### config.mk
export PLATFORM = sky130hd
export DESIGN_NAME = hawk_top
export DESIGN_NICKNAME = d
export VERILOG_FILES = /design/src/design/hacd_pkg.sv /design/src/design/hawk_ctrl_unit.sv /design/src/design/hawk_pg_writer.sv /design/src/design/hawk_att_mem.sv /design/src/design/hawk_pgrd_mngr.sv /design/src/design/hawk_top.sv
export VERILOG_INCLUDE_DIRS = /design/src /design/src/include
export SDC_FILE = /design/constraint.sdc
export NUM_CORES = 1
export LEC_CHECK = 0
export ABC_AREA = 1
export ABC_CLOCK_PERIOD_IN_PS = 1650
export BUFFER_PORTS_ARGS = -buffer_cell sky130_fd_sc_hd__buf_2
export CORE_MARGIN = 4
export CORE_UTILIZATION = 30
export CTS_BUF_LIST = sky130_fd_sc_hd__clkbuf_16
export CTS_CLUSTER_SIZE = 16
export DETAILED_ROUTE_END_ITERATION = 10
export GPL_TIMING_DRIVEN = 0
export PLACE_DENSITY = 0.61
export SYNTH_ARGS = -nofsm -noshare
export SYNTH_HDL_FRONTEND = slang
export SYNTH_SLANG_ARGS = --single-unit
### constraint.sdc
create_clock -name clk_i -period 1.65 [get_ports clk_i]
set_input_delay 0.2475 -clock clk_i [delete_from_list [all_inputs] [get_ports clk_i]]
set_output_delay 0.2475 -clock clk_i [all_outputs]
set_load 0.05 [all_outputs]
### src/include/hawk_cfg.svh
/*
 sizing for the hawk page manager control path
 FREE_PAGES must exceed the number of allocations, since list exhaustion is not detected
*/
`ifndef HAWK_CFG_SVH
`define HAWK_CFG_SVH

// byte address width of the host side
`define HACD_AXI4_ADDR_WIDTH 32

// 4 KB pages
`define HAWK_PG_SHIFT 12

// ATT is indexed by the low hppa bits
`define HAWK_ATT_ENTRIES 16

// free list depth and first free page
`define HAWK_FREE_PAGES 8
`define HAWK_FREE_BASE 256

// shared page backing all-zero writes
`define HAWK_ZERO_PPA 1

`endif

### src/design/hacd_pkg.sv
/*
 packet types shared by the hawk control path
 page numbers are address width minus page shift bits wide
*/
`include "hawk_cfg.svh"

package hacd_pkg;

    // derived widths
    localparam int PPN_W = `HACD_AXI4_ADDR_WIDTH - `HAWK_PG_SHIFT;
    localparam int ATT_IDX_W = $clog2(`HAWK_ATT_ENTRIES);
    localparam int FL_IDX_W = $clog2(`HAWK_FREE_PAGES);
    localparam int FCNT_W = $clog2(`HAWK_FREE_PAGES + 1);

    typedef logic [PPN_W-1:0] ppn_t;
    typedef logic [`HACD_AXI4_ADDR_WIDTH-1:0] addr_t;
    typedef logic [ATT_IDX_W-1:0] att_idx_t;
    typedef logic [FL_IDX_W-1:0] fl_idx_t;
    typedef logic [FCNT_W-1:0] fcnt_t;

    // translation result codes
    typedef enum logic [1:0] {
        STS_HIT   = 2'd0,
        STS_ALLOC = 2'd1,
        STS_ZERO  = 2'd2
    } trnsl_sts_e;

    // cpu request, held as a level until granted
    typedef struct packed {
        logic valid;
        ppn_t hppa;
        logic zeroBlkWr;
    } cpu_reqpkt_t;

    // lookup strobe plus latched request fields
    typedef struct packed {
        logic lookup;
        ppn_t hppa;
        logic zeroBlkWr;
    } att_lkup_reqpkt_t;

    // lookup reply, ppa as a full byte address
    typedef struct packed {
        logic       allow_access;
        addr_t      ppa;
        trnsl_sts_e sts;
    } trnsl_reqpkt_t;

    // allocation report, ppa as a page number
    typedef struct packed {
        logic  valid;
        ppn_t  ppa;
        fcnt_t free_cnt;
    } tol_updpkt_t;

    // grant back to one cpu source
    typedef struct packed {
        logic allow_access;
        ppn_t ppa;
    } hawk_cpu_ovrd_pkt_t;

    // one ATT entry write
    typedef struct packed {
        logic     en;
        att_idx_t idx;
        logic     vld;
        ppn_t     ppa;
    } att_wr_t;

    // page number to byte address
    function automatic addr_t ppn_to_addr(ppn_t ppn);
        return {ppn, {`HAWK_PG_SHIFT{1'b0}}};
    endfunction

endpackage

### src/design/hawk_ctrl_unit.sv
/*
 init sequencing and read/write arbitration; one lookup in flight at a time
 sources must drop valid the cycle after their grant
*/
`timescale 1ns/1ps
`include "hawk_cfg.svh"

module hawk_ctrl_unit import hacd_pkg::*; (
    input  logic               clk_i,
    input  logic               rst_ni,

    // page writer
    input  logic               init_att_done,
    input  logic               init_list_done,
    output logic               init_att,
    output logic               init_list,

    // page read manager
    input  logic               pgrd_mngr_ready,
    input  trnsl_reqpkt_t      trnsl_reqpkt,
    output att_lkup_reqpkt_t   lkup_reqpkt,

    // cpu side
    input  cpu_reqpkt_t        cpu_rd_reqpkt,
    input  cpu_reqpkt_t        cpu_wr_reqpkt,
    output hawk_cpu_ovrd_pkt_t hawk_cpu_ovrd_rdpkt,
    output hawk_cpu_ovrd_pkt_t hawk_cpu_ovrd_wrpkt
);

    typedef enum logic [2:0] {
        IDLE,
        CHK_RD_ACTIVE,
        CHK_WR_ACTIVE,
        RD_LKP_REQ,
        WR_LKP_REQ,
        RD_LOOKUP_ALLOCATE,
        WR_LOOKUP_ALLOCATE
    } state_e;

    state_e             state_q, state_d;
    logic               init_att_d, init_list_d;
    att_lkup_reqpkt_t   lkup_d;
    hawk_cpu_ovrd_pkt_t ovrd_rd_d, ovrd_wr_d;
    logic               rd_req, wr_req;
    ppn_t               trnsl_ppn;

    // a source still holding the grant this cycle has already been served
    assign rd_req = cpu_rd_reqpkt.valid && !hawk_cpu_ovrd_rdpkt.allow_access;
    assign wr_req = cpu_wr_reqpkt.valid && !hawk_cpu_ovrd_wrpkt.allow_access;

    assign trnsl_ppn = trnsl_reqpkt.ppa[`HACD_AXI4_ADDR_WIDTH-1:`HAWK_PG_SHIFT];

    ////////////////////////////////////////////////////////////////////////////
    // next state
    ////////////////////////////////////////////////////////////////////////////
    // with the FSM parked in a check state, the grant lands 4 cycles after
    // the edge that samples the request
    always_comb begin
        state_d     = state_q;
        init_att_d  = init_att;
        init_list_d = init_list;
        // request fields stay latched, strobe is one cycle
        lkup_d        = lkup_reqpkt;
        lkup_d.lookup = 1'b0;
        // granted ppa stays latched, grant is one cycle
        ovrd_rd_d              = hawk_cpu_ovrd_rdpkt;
        ovrd_rd_d.allow_access = 1'b0;
        ovrd_wr_d              = hawk_cpu_ovrd_wrpkt;
        ovrd_wr_d.allow_access = 1'b0;

        case (state_q)
            IDLE: begin
                if (init_att_done) begin
                    init_att_d = 1'b0;
                end
                // list fill is the last init step
                if (init_list_done) begin
                    init_list_d = 1'b0;
                    state_d     = CHK_RD_ACTIVE;
                end
            end
            CHK_RD_ACTIVE: begin
                if (rd_req) begin
                    lkup_d.hppa      = cpu_rd_reqpkt.hppa;
                    lkup_d.zeroBlkWr = 1'b0;
                    state_d          = RD_LKP_REQ;
                end else if (wr_req) begin
                    lkup_d.hppa      = cpu_wr_reqpkt.hppa;
                    lkup_d.zeroBlkWr = cpu_wr_reqpkt.zeroBlkWr;
                    state_d          = WR_LKP_REQ;
                end
            end
            CHK_WR_ACTIVE: begin
                if (wr_req) begin
                    lkup_d.hppa      = cpu_wr_reqpkt.hppa;
                    lkup_d.zeroBlkWr = cpu_wr_reqpkt.zeroBlkWr;
                    state_d          = WR_LKP_REQ;
                end else if (rd_req) begin
                    lkup_d.hppa      = cpu_rd_reqpkt.hppa;
                    lkup_d.zeroBlkWr = 1'b0;
                    state_d          = RD_LKP_REQ;
                end
            end
            RD_LKP_REQ: begin
                if (pgrd_mngr_ready) begin
                    lkup_d.lookup = 1'b1;
                    state_d       = RD_LOOKUP_ALLOCATE;
                end
            end
            WR_LKP_REQ: begin
                if (pgrd_mngr_ready) begin
                    lkup_d.lookup = 1'b1;
                    state_d       = WR_LOOKUP_ALLOCATE;
                end
            end
            RD_LOOKUP_ALLOCATE: begin
                // read served, writes get first look next
                if (trnsl_reqpkt.allow_access) begin
                    ovrd_rd_d.ppa          = trnsl_ppn;
                    ovrd_rd_d.allow_access = 1'b1;
                    state_d                = CHK_WR_ACTIVE;
                end
            end
            WR_LOOKUP_ALLOCATE: begin
                if (trnsl_reqpkt.allow_access) begin
                    ovrd_wr_d.ppa          = trnsl_ppn;
                    ovrd_wr_d.allow_access = 1'b1;
                    state_d                = CHK_RD_ACTIVE;
                end
            end
            default: state_d = IDLE;
        endcase
    end

    // state and output registers
    always_ff @(posedge clk_i or negedge rst_ni) begin
        if (!rst_ni) begin
            state_q             <= IDLE;
            init_att            <= 1'b1;
            init_list           <= 1'b1;
            lkup_reqpkt         <= '0;
            hawk_cpu_ovrd_rdpkt <= '0;
            hawk_cpu_ovrd_wrpkt <= '0;
        end else begin
            state_q             <= state_d;
            init_att            <= init_att_d;
            init_list           <= init_list_d;
            lkup_reqpkt         <= lkup_d;
            hawk_cpu_ovrd_rdpkt <= ovrd_rd_d;
            hawk_cpu_ovrd_wrpkt <= ovrd_wr_d;
        end
    end

endmodule

### src/design/hawk_pg_writer.sv
/*
 post-reset init, ATT clear then free list fill, one entry per cycle
 runs once per reset
*/
`timescale 1ns/1ps
`include "hawk_cfg.svh"

module hawk_pg_writer import hacd_pkg::*; (
    input  logic    clk_i,
    input  logic    rst_ni,
    input  logic    init_att,
    input  logic    init_list,
    output logic    init_att_done,
    output logic    init_list_done,
    output att_wr_t pgw_wr,
    output logic    fl_wr_en,
    output fl_idx_t fl_wr_idx,
    output ppn_t    fl_wr_ppa
);

    // one counter walks both tables
    localparam int CNT_W = (ATT_IDX_W > FL_IDX_W) ? ATT_IDX_W : FL_IDX_W;

    logic [CNT_W-1:0] cnt_q;
    logic             att_fin_q, list_fin_q;
    logic             att_busy, list_busy;
    logic             att_last, list_last;

    // list fill starts right after the last ATT write
    assign att_busy  = init_att && !att_fin_q;
    assign list_busy = init_list && att_fin_q && !list_fin_q;
    assign att_last  = att_busy && (cnt_q == CNT_W'(`HAWK_ATT_ENTRIES - 1));
    assign list_last = list_busy && (cnt_q == CNT_W'(`HAWK_FREE_PAGES - 1));

    // every ATT entry starts unmapped
    always_comb begin
        pgw_wr.en  = att_busy;
        pgw_wr.idx = cnt_q[ATT_IDX_W-1:0];
        pgw_wr.vld = 1'b0;
        pgw_wr.ppa = '0;
    end

    // slot i holds FREE_BASE + i
    assign fl_wr_en  = list_busy;
    assign fl_wr_idx = cnt_q[FL_IDX_W-1:0];
    assign fl_wr_ppa = ppn_t'(`HAWK_FREE_BASE) + ppn_t'(cnt_q);

    always_ff @(posedge clk_i or negedge rst_ni) begin
        if (!rst_ni) begin
            cnt_q          <= '0;
            att_fin_q      <= 1'b0;
            list_fin_q     <= 1'b0;
            init_att_done  <= 1'b0;
            init_list_done <= 1'b0;
        end else begin
            // done pulses follow the last write by one cycle
            init_att_done  <= att_last;
            init_list_done <= list_last;
            if (att_last) begin
                att_fin_q <= 1'b1;
                cnt_q     <= '0;
            end else if (list_last) begin
                list_fin_q <= 1'b1;
                cnt_q      <= '0;
            end else if (att_busy || list_busy) begin
                cnt_q <= cnt_q + 1'b1;
            end
        end
    end

endmodule

### src/design/hawk_att_mem.sv
/*
 ATT valid/ppa arrays and free list; registered ATT read, combinational list head
 writer and manager must not write in the same cycle
*/
`timescale 1ns/1ps
`include "hawk_cfg.svh"

module hawk_att_mem import hacd_pkg::*; (
    input  logic     clk_i,
    input  logic     rst_ni,
    input  att_wr_t  pgw_wr,
    input  att_wr_t  mgr_wr,
    input  logic     fl_wr_en,
    input  fl_idx_t  fl_wr_idx,
    input  ppn_t     fl_wr_ppa,
    input  logic     free_pop,
    input  att_idx_t rd_idx,
    output logic     rd_valid,
    output ppn_t     rd_ppa,
    output ppn_t     free_head,
    output fcnt_t    free_cnt
);

    logic    att_vld_q [`HAWK_ATT_ENTRIES];
    ppn_t    att_ppa_q [`HAWK_ATT_ENTRIES];
    ppn_t    fl_q [`HAWK_FREE_PAGES];
    fl_idx_t head_q;
    att_wr_t wr;

    // writer first, it only runs during init
    assign wr = pgw_wr.en ? pgw_wr : mgr_wr;

    always_ff @(posedge clk_i) begin
        if (wr.en) begin
            att_vld_q[wr.idx] <= wr.vld;
            att_ppa_q[wr.idx] <= wr.ppa;
        end
        if (fl_wr_en) begin
            fl_q[fl_wr_idx] <= fl_wr_ppa;
        end
        rd_valid <= att_vld_q[rd_idx];
        rd_ppa   <= att_ppa_q[rd_idx];
    end

    assign free_head = fl_q[head_q];

    // list becomes full on its last fill write
    always_ff @(posedge clk_i or negedge rst_ni) begin
        if (!rst_ni) begin
            head_q   <= '0;
            free_cnt <= '0;
        end else if (fl_wr_en && (fl_wr_idx == fl_idx_t'(`HAWK_FREE_PAGES - 1))) begin
            head_q   <= '0;
            free_cnt <= fcnt_t'(`HAWK_FREE_PAGES);
        end else if (free_pop) begin
            head_q   <= head_q + 1'b1;
            free_cnt <= free_cnt - 1'b1;
        end
    end

endmodule

### src/design/hawk_pgrd_mngr.sv
/*
 two-step ATT lookup, reply 2 cycles after the strobe
 hppa and zeroBlkWr must stay stable until the reply
*/
`timescale 1ns/1ps
`include "hawk_cfg.svh"

module hawk_pgrd_mngr import hacd_pkg::*; (
    input  logic             clk_i,
    input  logic             rst_ni,
    input  att_lkup_reqpkt_t lkup_reqpkt,
    input  logic             rd_valid,
    input  ppn_t             rd_ppa,
    input  ppn_t             free_head,
    input  fcnt_t            free_cnt,
    output logic             pgrd_mngr_ready,
    output att_idx_t         rd_idx,
    output att_wr_t          mgr_wr,
    output logic             free_pop,
    output trnsl_reqpkt_t    trnsl_reqpkt,
    output tol_updpkt_t      tol_updpkt
);

    logic lkup_s1_q;
    logic miss, alloc;

    // ATT index from the latched hppa, read registered in the strobe cycle
    assign rd_idx = lkup_reqpkt.hppa[ATT_IDX_W-1:0];

    ////////////////////////////////////////////////////////////////////////////
    // second step, decide on the read data
    ////////////////////////////////////////////////////////////////////////////
    assign miss  = lkup_s1_q && !rd_valid;
    // zero-block writes to unmapped pages allocate nothing
    assign alloc = miss && !lkup_reqpkt.zeroBlkWr;

    assign free_pop = alloc;

    // map the popped page
    always_comb begin
        mgr_wr.en  = alloc;
        mgr_wr.idx = rd_idx;
        mgr_wr.vld = 1'b1;
        mgr_wr.ppa = free_head;
    end

    always_ff @(posedge clk_i or negedge rst_ni) begin
        if (!rst_ni) begin
            lkup_s1_q       <= 1'b0;
            pgrd_mngr_ready <= 1'b1;
            trnsl_reqpkt    <= '0;
            tol_updpkt      <= '0;
        end else begin
            lkup_s1_q <= lkup_reqpkt.lookup;
            // busy from the strobe until the reply
            if (lkup_reqpkt.lookup) begin
                pgrd_mngr_ready <= 1'b0;
            end else if (lkup_s1_q) begin
                pgrd_mngr_ready <= 1'b1;
            end

            trnsl_reqpkt.allow_access <= lkup_s1_q;
            if (lkup_s1_q) begin
                if (rd_valid) begin
                    trnsl_reqpkt.ppa <= ppn_to_addr(rd_ppa);
                    trnsl_reqpkt.sts <= STS_HIT;
                end else if (lkup_reqpkt.zeroBlkWr) begin
                    trnsl_reqpkt.ppa <= ppn_to_addr(ppn_t'(`HAWK_ZERO_PPA));
                    trnsl_reqpkt.sts <= STS_ZERO;
                end else begin
                    trnsl_reqpkt.ppa <= ppn_to_addr(free_head);
                    trnsl_reqpkt.sts <= STS_ALLOC;
                end
            end

            // allocation report with the count left after this pop
            tol_updpkt.valid <= alloc;
            if (alloc) begin
                tol_updpkt.ppa      <= free_head;
                tol_updpkt.free_cnt <= free_cnt - 1'b1;
            end
        end
    end

endmodule

### src/design/hawk_top.sv
/*
 hawk control path top, instances and wires only
 no requests are granted before init_list falls
*/
`timescale 1ns/1ps

module hawk_top import hacd_pkg::*; (
    input  logic               clk_i,
    input  logic               rst_ni,
    input  cpu_reqpkt_t        cpu_rd_reqpkt,
    input  cpu_reqpkt_t        cpu_wr_reqpkt,
    output hawk_cpu_ovrd_pkt_t hawk_cpu_ovrd_rdpkt,
    output hawk_cpu_ovrd_pkt_t hawk_cpu_ovrd_wrpkt,
    output tol_updpkt_t        tol_updpkt,
    output logic               init_list
);

    // init handshake
    logic init_att, init_att_done, init_list_done;

    // lookup path
    att_lkup_reqpkt_t lkup_reqpkt;
    trnsl_reqpkt_t    trnsl_reqpkt;
    logic             pgrd_mngr_ready;

    // memory ports
    att_wr_t  pgw_wr, mgr_wr;
    logic     fl_wr_en, free_pop, rd_valid;
    fl_idx_t  fl_wr_idx;
    ppn_t     fl_wr_ppa, rd_ppa, free_head;
    att_idx_t rd_idx;
    fcnt_t    free_cnt;

    hawk_ctrl_unit ctrl_unit_inst (
        .clk_i, .rst_ni, .init_att_done, .init_list_done, .init_att, .init_list,
        .pgrd_mngr_ready, .trnsl_reqpkt, .lkup_reqpkt,
        .cpu_rd_reqpkt, .cpu_wr_reqpkt, .hawk_cpu_ovrd_rdpkt, .hawk_cpu_ovrd_wrpkt
    );

    hawk_pg_writer pg_writer_inst (
        .clk_i, .rst_ni, .init_att, .init_list, .init_att_done, .init_list_done,
        .pgw_wr, .fl_wr_en, .fl_wr_idx, .fl_wr_ppa
    );

    hawk_att_mem att_mem_inst (
        .clk_i, .rst_ni, .pgw_wr, .mgr_wr, .fl_wr_en, .fl_wr_idx, .fl_wr_ppa,
        .free_pop, .rd_idx, .rd_valid, .rd_ppa, .free_head, .free_cnt
    );

    hawk_pgrd_mngr pgrd_mngr_inst (
        .clk_i, .rst_ni, .lkup_reqpkt, .rd_valid, .rd_ppa, .free_head, .free_cnt,
        .pgrd_mngr_ready, .rd_idx, .mgr_wr, .free_pop, .trnsl_reqpkt, .tol_updpkt
    );

endmodule

==> results.toml, run 1 <==
[worst_setup_path]
cpPeakStageDelay_ns = 0.63
reg2reg_depth = 4
crit_path_cell_trace = "nand2_8 -> o21ai_4 -> nand3_4 -> nor2_4"
cp_slowest_cell = "dfstp_2"
worstPathRequired_ns = 1.76
worstReg2RegStart = "ctrl_unit_inst.init_att$_DFFE_PN1P_"
cp.arrival_ns = 1.90
r2r-end = "att_mem_inst.att_ppa_q[7][1]$_DFFE_PP_"
crit_path_end_kind = "flip-flop"
startpoint_type = "flip-flop"
path_class = "reg -> reg"
r2r_setup_slack_ns = -0.14
worst-path-max-fanout = 5

[drt]
first_iter_violations = 518
drt_pass1_iterations = 4
totalWireLength_mm = 17.65
vias = 5467
antenna_left = 0
vias_per_cell = 4.416
post_drt_wl_per_cell_um = 14.26
drcViolationCount = 0

[placed_design]
port_buffers = 35
place_area_um2 = 8637
dpl.hpwl_mm = 11.96
gp_congestion = 0.8675
place_ws_ns = -0.8325

[floorplanning]
start_util = 0.3065
dieArea_um2 = 28430
top_level_ports = 114
die_y_um = 168.6
die_x_um = 168.6
core_um2 = 25250
rows = 58

[sta]
period_share = 1.085
finClkSkew_ns = 0.01027
maxSlewViolCount = 0
final_hold_viol_count = 0
fmax_mhz = 558.8
fin_crit_ns = 1.790
finalSetupViolations = 80
relSlewSlack = 0.5191
rsz0062_at_grt = "true"
tightest_slew_ns = 0.7214
fin_ws_ns = -0.1396

[yosys]
ys_ff_latch = 173
synth_top_area_cell = "edfxtp_1"
synth_ff_type = "edfxtp_1"
yosys-top-cells-area = "edfxtp_1 (43%), dfrtp_1 (17%), nand2_1 (8.2%)"
async_flop_share = 0.3237
synth-seq-area-share = 0.6290
synthTopCellsByCount = "nand2_1 (170), edfxtp_1 (112), inv_1 (104)"
syn_inst = 780
synth_edf_count = 112
yosysWarnings = 0
synth_most_common_cell = "nand2_1"
synth_top_area_share = 0.4345
synthDistinctLibCells = 31
postSynthAreaPerCell_um2 = 9.923
netlist_area_um2 = 7740

[global_routing]
grt_pass1_wl_mm = 28.14
grtUsageTotal = 0.1258
antenna_found_initial = 0
overflow = 0
grt_pass1_vias = 5296
grt_max_degree = 57

[clock_tree]
clock_sinks = 173
cts_tree = "yes"
cts_buffers = 17
clock_latency_ns = 0.43
clk_pin_slew_ns = 0.06
cts_root_buf = "clkbuf_16"
cts_buffer_depth = 2
htree_levels = 4

[final_layout]
final_area_um2 = 9707
area_delta_synth_final_pct = 25.41
diodes = 0
layout.nets = 945
layout-drive-gt1-share = 0.2467

[job]
drv_cap = 0

[run_status]
outcome = "complete, but fails checks"
violations = "negative setup slack"

[power_and_ir_drop]
ir_worst_vdd_mv = 0.7139
leakagePower_uw = 0.004237
power_density_nw_per_um2 = 919.2

[worst_hold_path]
hp-start = "cpu_wr_reqpkt[0]"
min_to = "ctrl_unit_inst.lkup_reqpkt[0]$_DFFE_PN0P_"
worstHoldPathType = "in -> reg"
holdPathStages = 3
[metrics by stage]
| stage | total power, µW | setup TNS, ns | utilization | std cells | hold WS, ns |
|---|---|---|---|---|---|
| 2_1_floorplan | 4996 | -1.592 | - | 824 | -0.04809 |
| 3_3_place_gp | 5042 | -71.35 | 0.3420 | 1189 | 0.3513 |
| 3_5_place_dp | 5044 | -74.13 | 0.3420 | 1189 | 0.3670 |
| 4_1_cts | 8987 | -7.674 | 0.3782 | 1231 | 0.1126 |
| 5_1_grt | 9202 | -12.18 | 0.3844 | 1238 | 0.1341 |
| 6_report | 8922 | -7.514 | 0.3844 | 1238 | 0.1319 |
[power by group]
group / switching [µW] / leakage (µW) / internal (µW)
clock: 1610 / 0.000289 / 2350
sequential: 0 / 0.00164 / 4570
combinational: 289 / 0.00230 / 97.0
[state kept, by name, indices dropped and copies added (netlist names), 3 cells and up]
name,count
att_mem_inst.att_ppa_q,64
att_mem_inst.fl_q,32
att_mem_inst.att_vld_q,16
pgrd_mngr_inst.tol_updpkt,10
ctrl_unit_inst.hawk_cpu_ovrd_rdpkt,6
ctrl_unit_inst.hawk_cpu_ovrd_wrpkt,6
ctrl_unit_inst.lkup_reqpkt,6
pgrd_mngr_inst.trnsl_reqpkt,6
att_mem_inst.free_cnt,4
att_mem_inst.rd_ppa,4
pg_writer_inst.cnt_q,4
att_mem_inst.head_q,3
ctrl_unit_inst.state_q,3
[routing by layer]
| layer | global-route usage | vias to the layer above | share of wire |
|---|---|---|---|
| li1 | - | 2728 | - |
| met1 | 0.1639 | 2570 | 0.46 |
| met2 | 0.2023 | 149 | 0.47 |
| met3 | 0.03340 | 20 | 0.060 |
| met4 | 0.04658 | 0 | 0.014 |
| met5 | 0 | - | 0 |
[critical path: cells and delay by family (launching register included)]
family	cells	cell delay, ns
flops	1	0.63
compound gates	1	0.28
simple gates	3	0.57
[worst max-delay path by stage]
stage                                             start                                      end  slack (ns)  cells past startpoint
floorplan           ctrl_unit_inst.init_att$_DFFE_PN1P_   att_mem_inst.att_ppa_q[2][0]$_DFFE_PP_       -0.05                      4
global placement     att_mem_inst.head_q[0]$_DFFE_PN0P_  att_mem_inst.att_ppa_q[12][2]$_DFFE_PP_       -0.81                      6
detailed placement   att_mem_inst.head_q[0]$_DFFE_PN0P_  att_mem_inst.att_ppa_q[13][2]$_DFFE_PP_       -0.83                      6
CTS                 ctrl_unit_inst.init_att$_DFFE_PN1P_   att_mem_inst.att_ppa_q[1][3]$_DFFE_PP_       -0.13                      6
global route        ctrl_unit_inst.init_att$_DFFE_PN1P_   att_mem_inst.att_ppa_q[9][0]$_DFFE_PP_       -0.19                      6
finish              ctrl_unit_inst.init_att$_DFFE_PN1P_   att_mem_inst.att_ppa_q[7][1]$_DFFE_PP_       -0.14                      4
[layout by cell type, fill, tap and decap left out, types with 3 or more instances in the layout]
cell / n
clkbuf_16: 17
clkinvlp_4: 3
buf_12: 4
inv_2: 7
dfstp_2: 3
a21oi_4: 3
clkbuf_4: 4
nand2_1: 154
o211ai_1: 26
ha_1: 4
dfxtp_1: 5
clkbuf_2: 4
edfxtp_1: 112
clkbuf_1: 4
dfrtp_2: 5
nor2_4: 25
a21oi_1: 24
nor2_1: 32
nand2_4: 9
o21ai_1: 6
o21ai_4: 4
nand2_2: 10
nor2_2: 6
o21ai_0: 54
nand3_1: 56
buf_4: 56
conb_1: 45
inv_1: 102
bufinv_16: 3
buf_2: 44
o21a_1: 5
dfrtp_1: 48
[timing repair]
action                                  in CTS  in global routing
resized for setup                           53                 43
endpoints found under the setup margin     157                185
hold endpoints to repair                     0                 53
cloned                                       2                  1
hold buffers                                 0                  1
pin swaps                                   29                 22
buffers inserted                             8                  6
[area by class of cell]
type | instances | area [µm²]
Fill cell | 2476 | 15550
Sequential cell | 173 | 4875
Multi-Input combinational cell | 478 | 2605
Buffer | 69 | 478.0
Clock buffer | 17 | 425.4
Inverter | 106 | 412.9
Tap cell | 330 | 412.9
Timing Repair Buffer | 50 | 340.3
Clock inverter | 15 | 157.7
[cell families after synthesis]
family,after synthesis,synth area share
DFF,173,0.6290
AOI/OAI and AO/OA,124,0.09198
xor gates and xnor gates,1,0.001132
adders and majority gates,4,0.006466
buffers and inverters,175,0.1090
and+or+nand+nor,302,0.1620
other,1,0.0004845
No activity file was read; power rests on OpenSTA's default activity.
==> run 2, diff against run 1 <==
- ABC_AREA: 1 -> default
- CTS_BUF_LIST: sky130_fd_sc_hd__clkbuf_16 -> default
==> results.toml, run 2 <==
[worst_setup_path]
reg2reg_depth = 6
cp.arrival_ns = 1.96
path_class = "reg -> reg"
startpoint_type = "flip-flop"
r2r-end = "att_mem_inst.att_ppa_q[11][1]$_DFFE_PP_"
crit_path_end_kind = "flip-flop"
worstReg2RegStart = "ctrl_unit_inst.lkup_reqpkt[0]$_DFFE_PN0P_"
worstPathRequired_ns = 1.77
worst-path-max-fanout = 5
r2r_setup_slack_ns = -0.19

[drt]
antenna_left = 0
totalWireLength_mm = 16.69
drcViolationCount = 0
vias = 4505
first_iter_violations = 289
post_drt_wl_per_cell_um = 16.83
vias_per_cell = 4.541
drt_pass1_iterations = 5

[yosys]
ys_ff_latch = 173
yosys-top-cells-area = "edfxtp_1 (45%), dfrtp_1 (18%), mux4_1 (4.9%)"
synth_ff_type = "edfxtp_1"
netlist_area_um2 = 7441
synthDistinctLibCells = 52
synth-seq-area-share = 0.6543
synth_top_area_share = 0.4520
synth_top_area_cell = "edfxtp_1"
yosysWarnings = 0
syn_inst = 511
postSynthAreaPerCell_um2 = 14.56
async_flop_share = 0.3237
synthTopCellsByCount = "edfxtp_1 (112), dfrtp_1 (53), buf_4 (46)"
synth_most_common_cell = "edfxtp_1"
synth_edf_count = 112

[power_and_ir_drop]
power_density_nw_per_um2 = 941.0
power_uw = 9334
combPwrFrac = 0.070
ir_worst_vdd_mv = 0.6481
net-switching-power_uw = 2049
seqPwrFrac = 0.495
power_frac_clock = 0.435
leakagePower_uw = 0.003602
swShare = 0.2195
p_int_uw = 7285

[run_status]
violations = "negative setup slack"
outcome = "complete, but fails checks"

[final_layout]
regMostFlops = "att_mem_inst.att_ppa_q"
area_delta_synth_final_pct = 33.31
layout_commonest_cell = "edfxtp_1"
final_area_um2 = 9920
final_cell_mix = "edfxtp_1 (112), buf_4 (70), dfrtp_1 (49)"
largest_reg_flops = 64
layout.nets = 705
diodes = 0
top_regs = "att_mem_inst.att_ppa_q x64, att_mem_inst.fl_q x32, att_mem_inst.att_vld_q x16"
layout-drive-gt1-share = 0.4341

[global_routing]
grt_max_degree = 57
antenna_found_initial = 0
grt_pass1_wl_mm = 24.97
grt_pass1_vias = 4419
overflow = 0
grtUsageTotal = 0.1214

[clock_tree]
cts_buffers = 17
clk_pin_slew_ns = 0.06
htree_levels = 4
clock_sinks = 173
clock_latency_ns = 0.43
cts_buffer_depth = 2
cts_root_buf = "clkbuf_16"
cts_tree = "yes"

[sta]
final_hold_viol_count = 0
fin_crit_ns = 1.838
maxSlewViolCount = 0
relSlewSlack = 0.5150
fin_ws_ns = -0.1878
fmax_mhz = 544.1
finalSetupViolations = 156
hold_ws_ns = 0.05611
finClkSkew_ns = 0.007915
period_share = 1.114
tightest_slew_ns = 0.7275
rsz0062_at_grt = "true"

[placed_design]
port_buffers = 35
dpl.hpwl_mm = 10.12
place_area_um2 = 8275
gp_congestion = 0.7925

[floorplanning]
die_x_um = 165.5
die_y_um = 165.5
dieArea_um2 = 27390
top_level_ports = 114
core_um2 = 24390
rows = 57
start_util = 0.3051

[worst_hold_path]
worstHoldPathType = "in -> reg"
holdPathStages = 3
hp-start = "cpu_wr_reqpkt[0]"
min_to = "ctrl_unit_inst.lkup_reqpkt[0]$_DFFE_PN0P_"

[job]
drv_cap = 0
run 2: cell type report:
class                      instances  area (µm²)
fill                            2231       14470
sequential                       173        4875
multi-input combinational        302        2731
timing repair buffer              80       698.2
buffer                            70       549.3
clock buffer                      24       506.7
tap                              324       405.4
clock inverter                     8       102.6
inverter                          11       51.30
run 2: worst max-delay path by stage:
stage                                              start                                       to  slack, ns
3_5_place_dp          att_mem_inst.head_q[1]$_DFFE_PN0P_   att_mem_inst.att_ppa_q[4][1]$_DFFE_PP_      -0.72
2_1_floorplan  ctrl_unit_inst.lkup_reqpkt[0]$_DFFE_PN0P_  att_mem_inst.att_ppa_q[15][0]$_DFFE_PP_      -0.13
6_report       ctrl_unit_inst.lkup_reqpkt[0]$_DFFE_PN0P_  att_mem_inst.att_ppa_q[11][1]$_DFFE_PP_      -0.19
3_3_place_gp          att_mem_inst.head_q[2]$_DFFE_PN0P_   att_mem_inst.att_ppa_q[7][2]$_DFFE_PP_      -0.69
5_1_grt        ctrl_unit_inst.lkup_reqpkt[0]$_DFFE_PN0P_  att_mem_inst.att_ppa_q[11][3]$_DFFE_PP_      -0.26
4_1_cts        ctrl_unit_inst.lkup_reqpkt[0]$_DFFE_PN0P_  att_mem_inst.att_ppa_q[11][1]$_DFFE_PP_      -0.20
run 2: kinds of logic (layout without fill, tap and decap cells):
kind of cell    Yosys count  after routing  share of synthesized area
fa+ha+maj                 4              4                   0.006726
flops                   173            173                     0.6543
other cells               1             45                  0.0005040
simple gates            124            127                    0.07971
xor+xnor                  7              7                   0.008240
mux                      46             46                     0.1197
buf+inv                  83            193                    0.07079
compound gates           73             73                    0.06003
run 2: through the flow:
step | cells | setup WS, ns | TNS, ns | utilization
2_1_floorplan | 555 | -0.1327 | -4.455 | -
3_3_place_gp | 914 | -0.6850 | -76.87 | 0.3393
3_5_place_dp | 914 | -0.7242 | -80.85 | 0.3393
4_1_cts | 977 | -0.2002 | -19.06 | 0.3959
5_1_grt | 992 | -0.2576 | -30.95 | 0.4067
6_report | 992 | -0.1878 | -20.99 | 0.4067
run 2: worst max-delay path, cell delays in order, from the launching register on:
cell and delay (ns):
dfrtp_1 0.38, or3b_1 0.36, buf_6 0.16, inv_8 0.06, and4_4 0.23, a31oi_4 0.08
nor2_4 0.25
run 2: metal layers:
layer / part of all wire / vias up / track usage
met1: 0.42 / 2246 / 0.1530
met3: 0.058 / 20 / 0.02780
met2: 0.50 / 138 / 0.2069
li1: - / 2101 / -
met5: 0 / - / 0
met4: 0.016 / 0 / 0.04012
run 2: what timing repair did:
action	4_1_cts	5_1_grt
endpoints found under the setup margin	195	201
buffers inserted	27	13
pin swaps	22	13
hold buffers	0	1
endpoints found under the hold margin	0	53
gates cloned	4	3
gates resized for setup	118	30
run 2: power groups by stage:
stage	clock network [µW]	logic, µW	registers, µW
after global routing	4330	697	4620
after detailed placement	0	560	4710
after CTS	4140	615	4620
final	4060	656	4620
after floorplan	0	466	4700
after global placement	0	561	4710
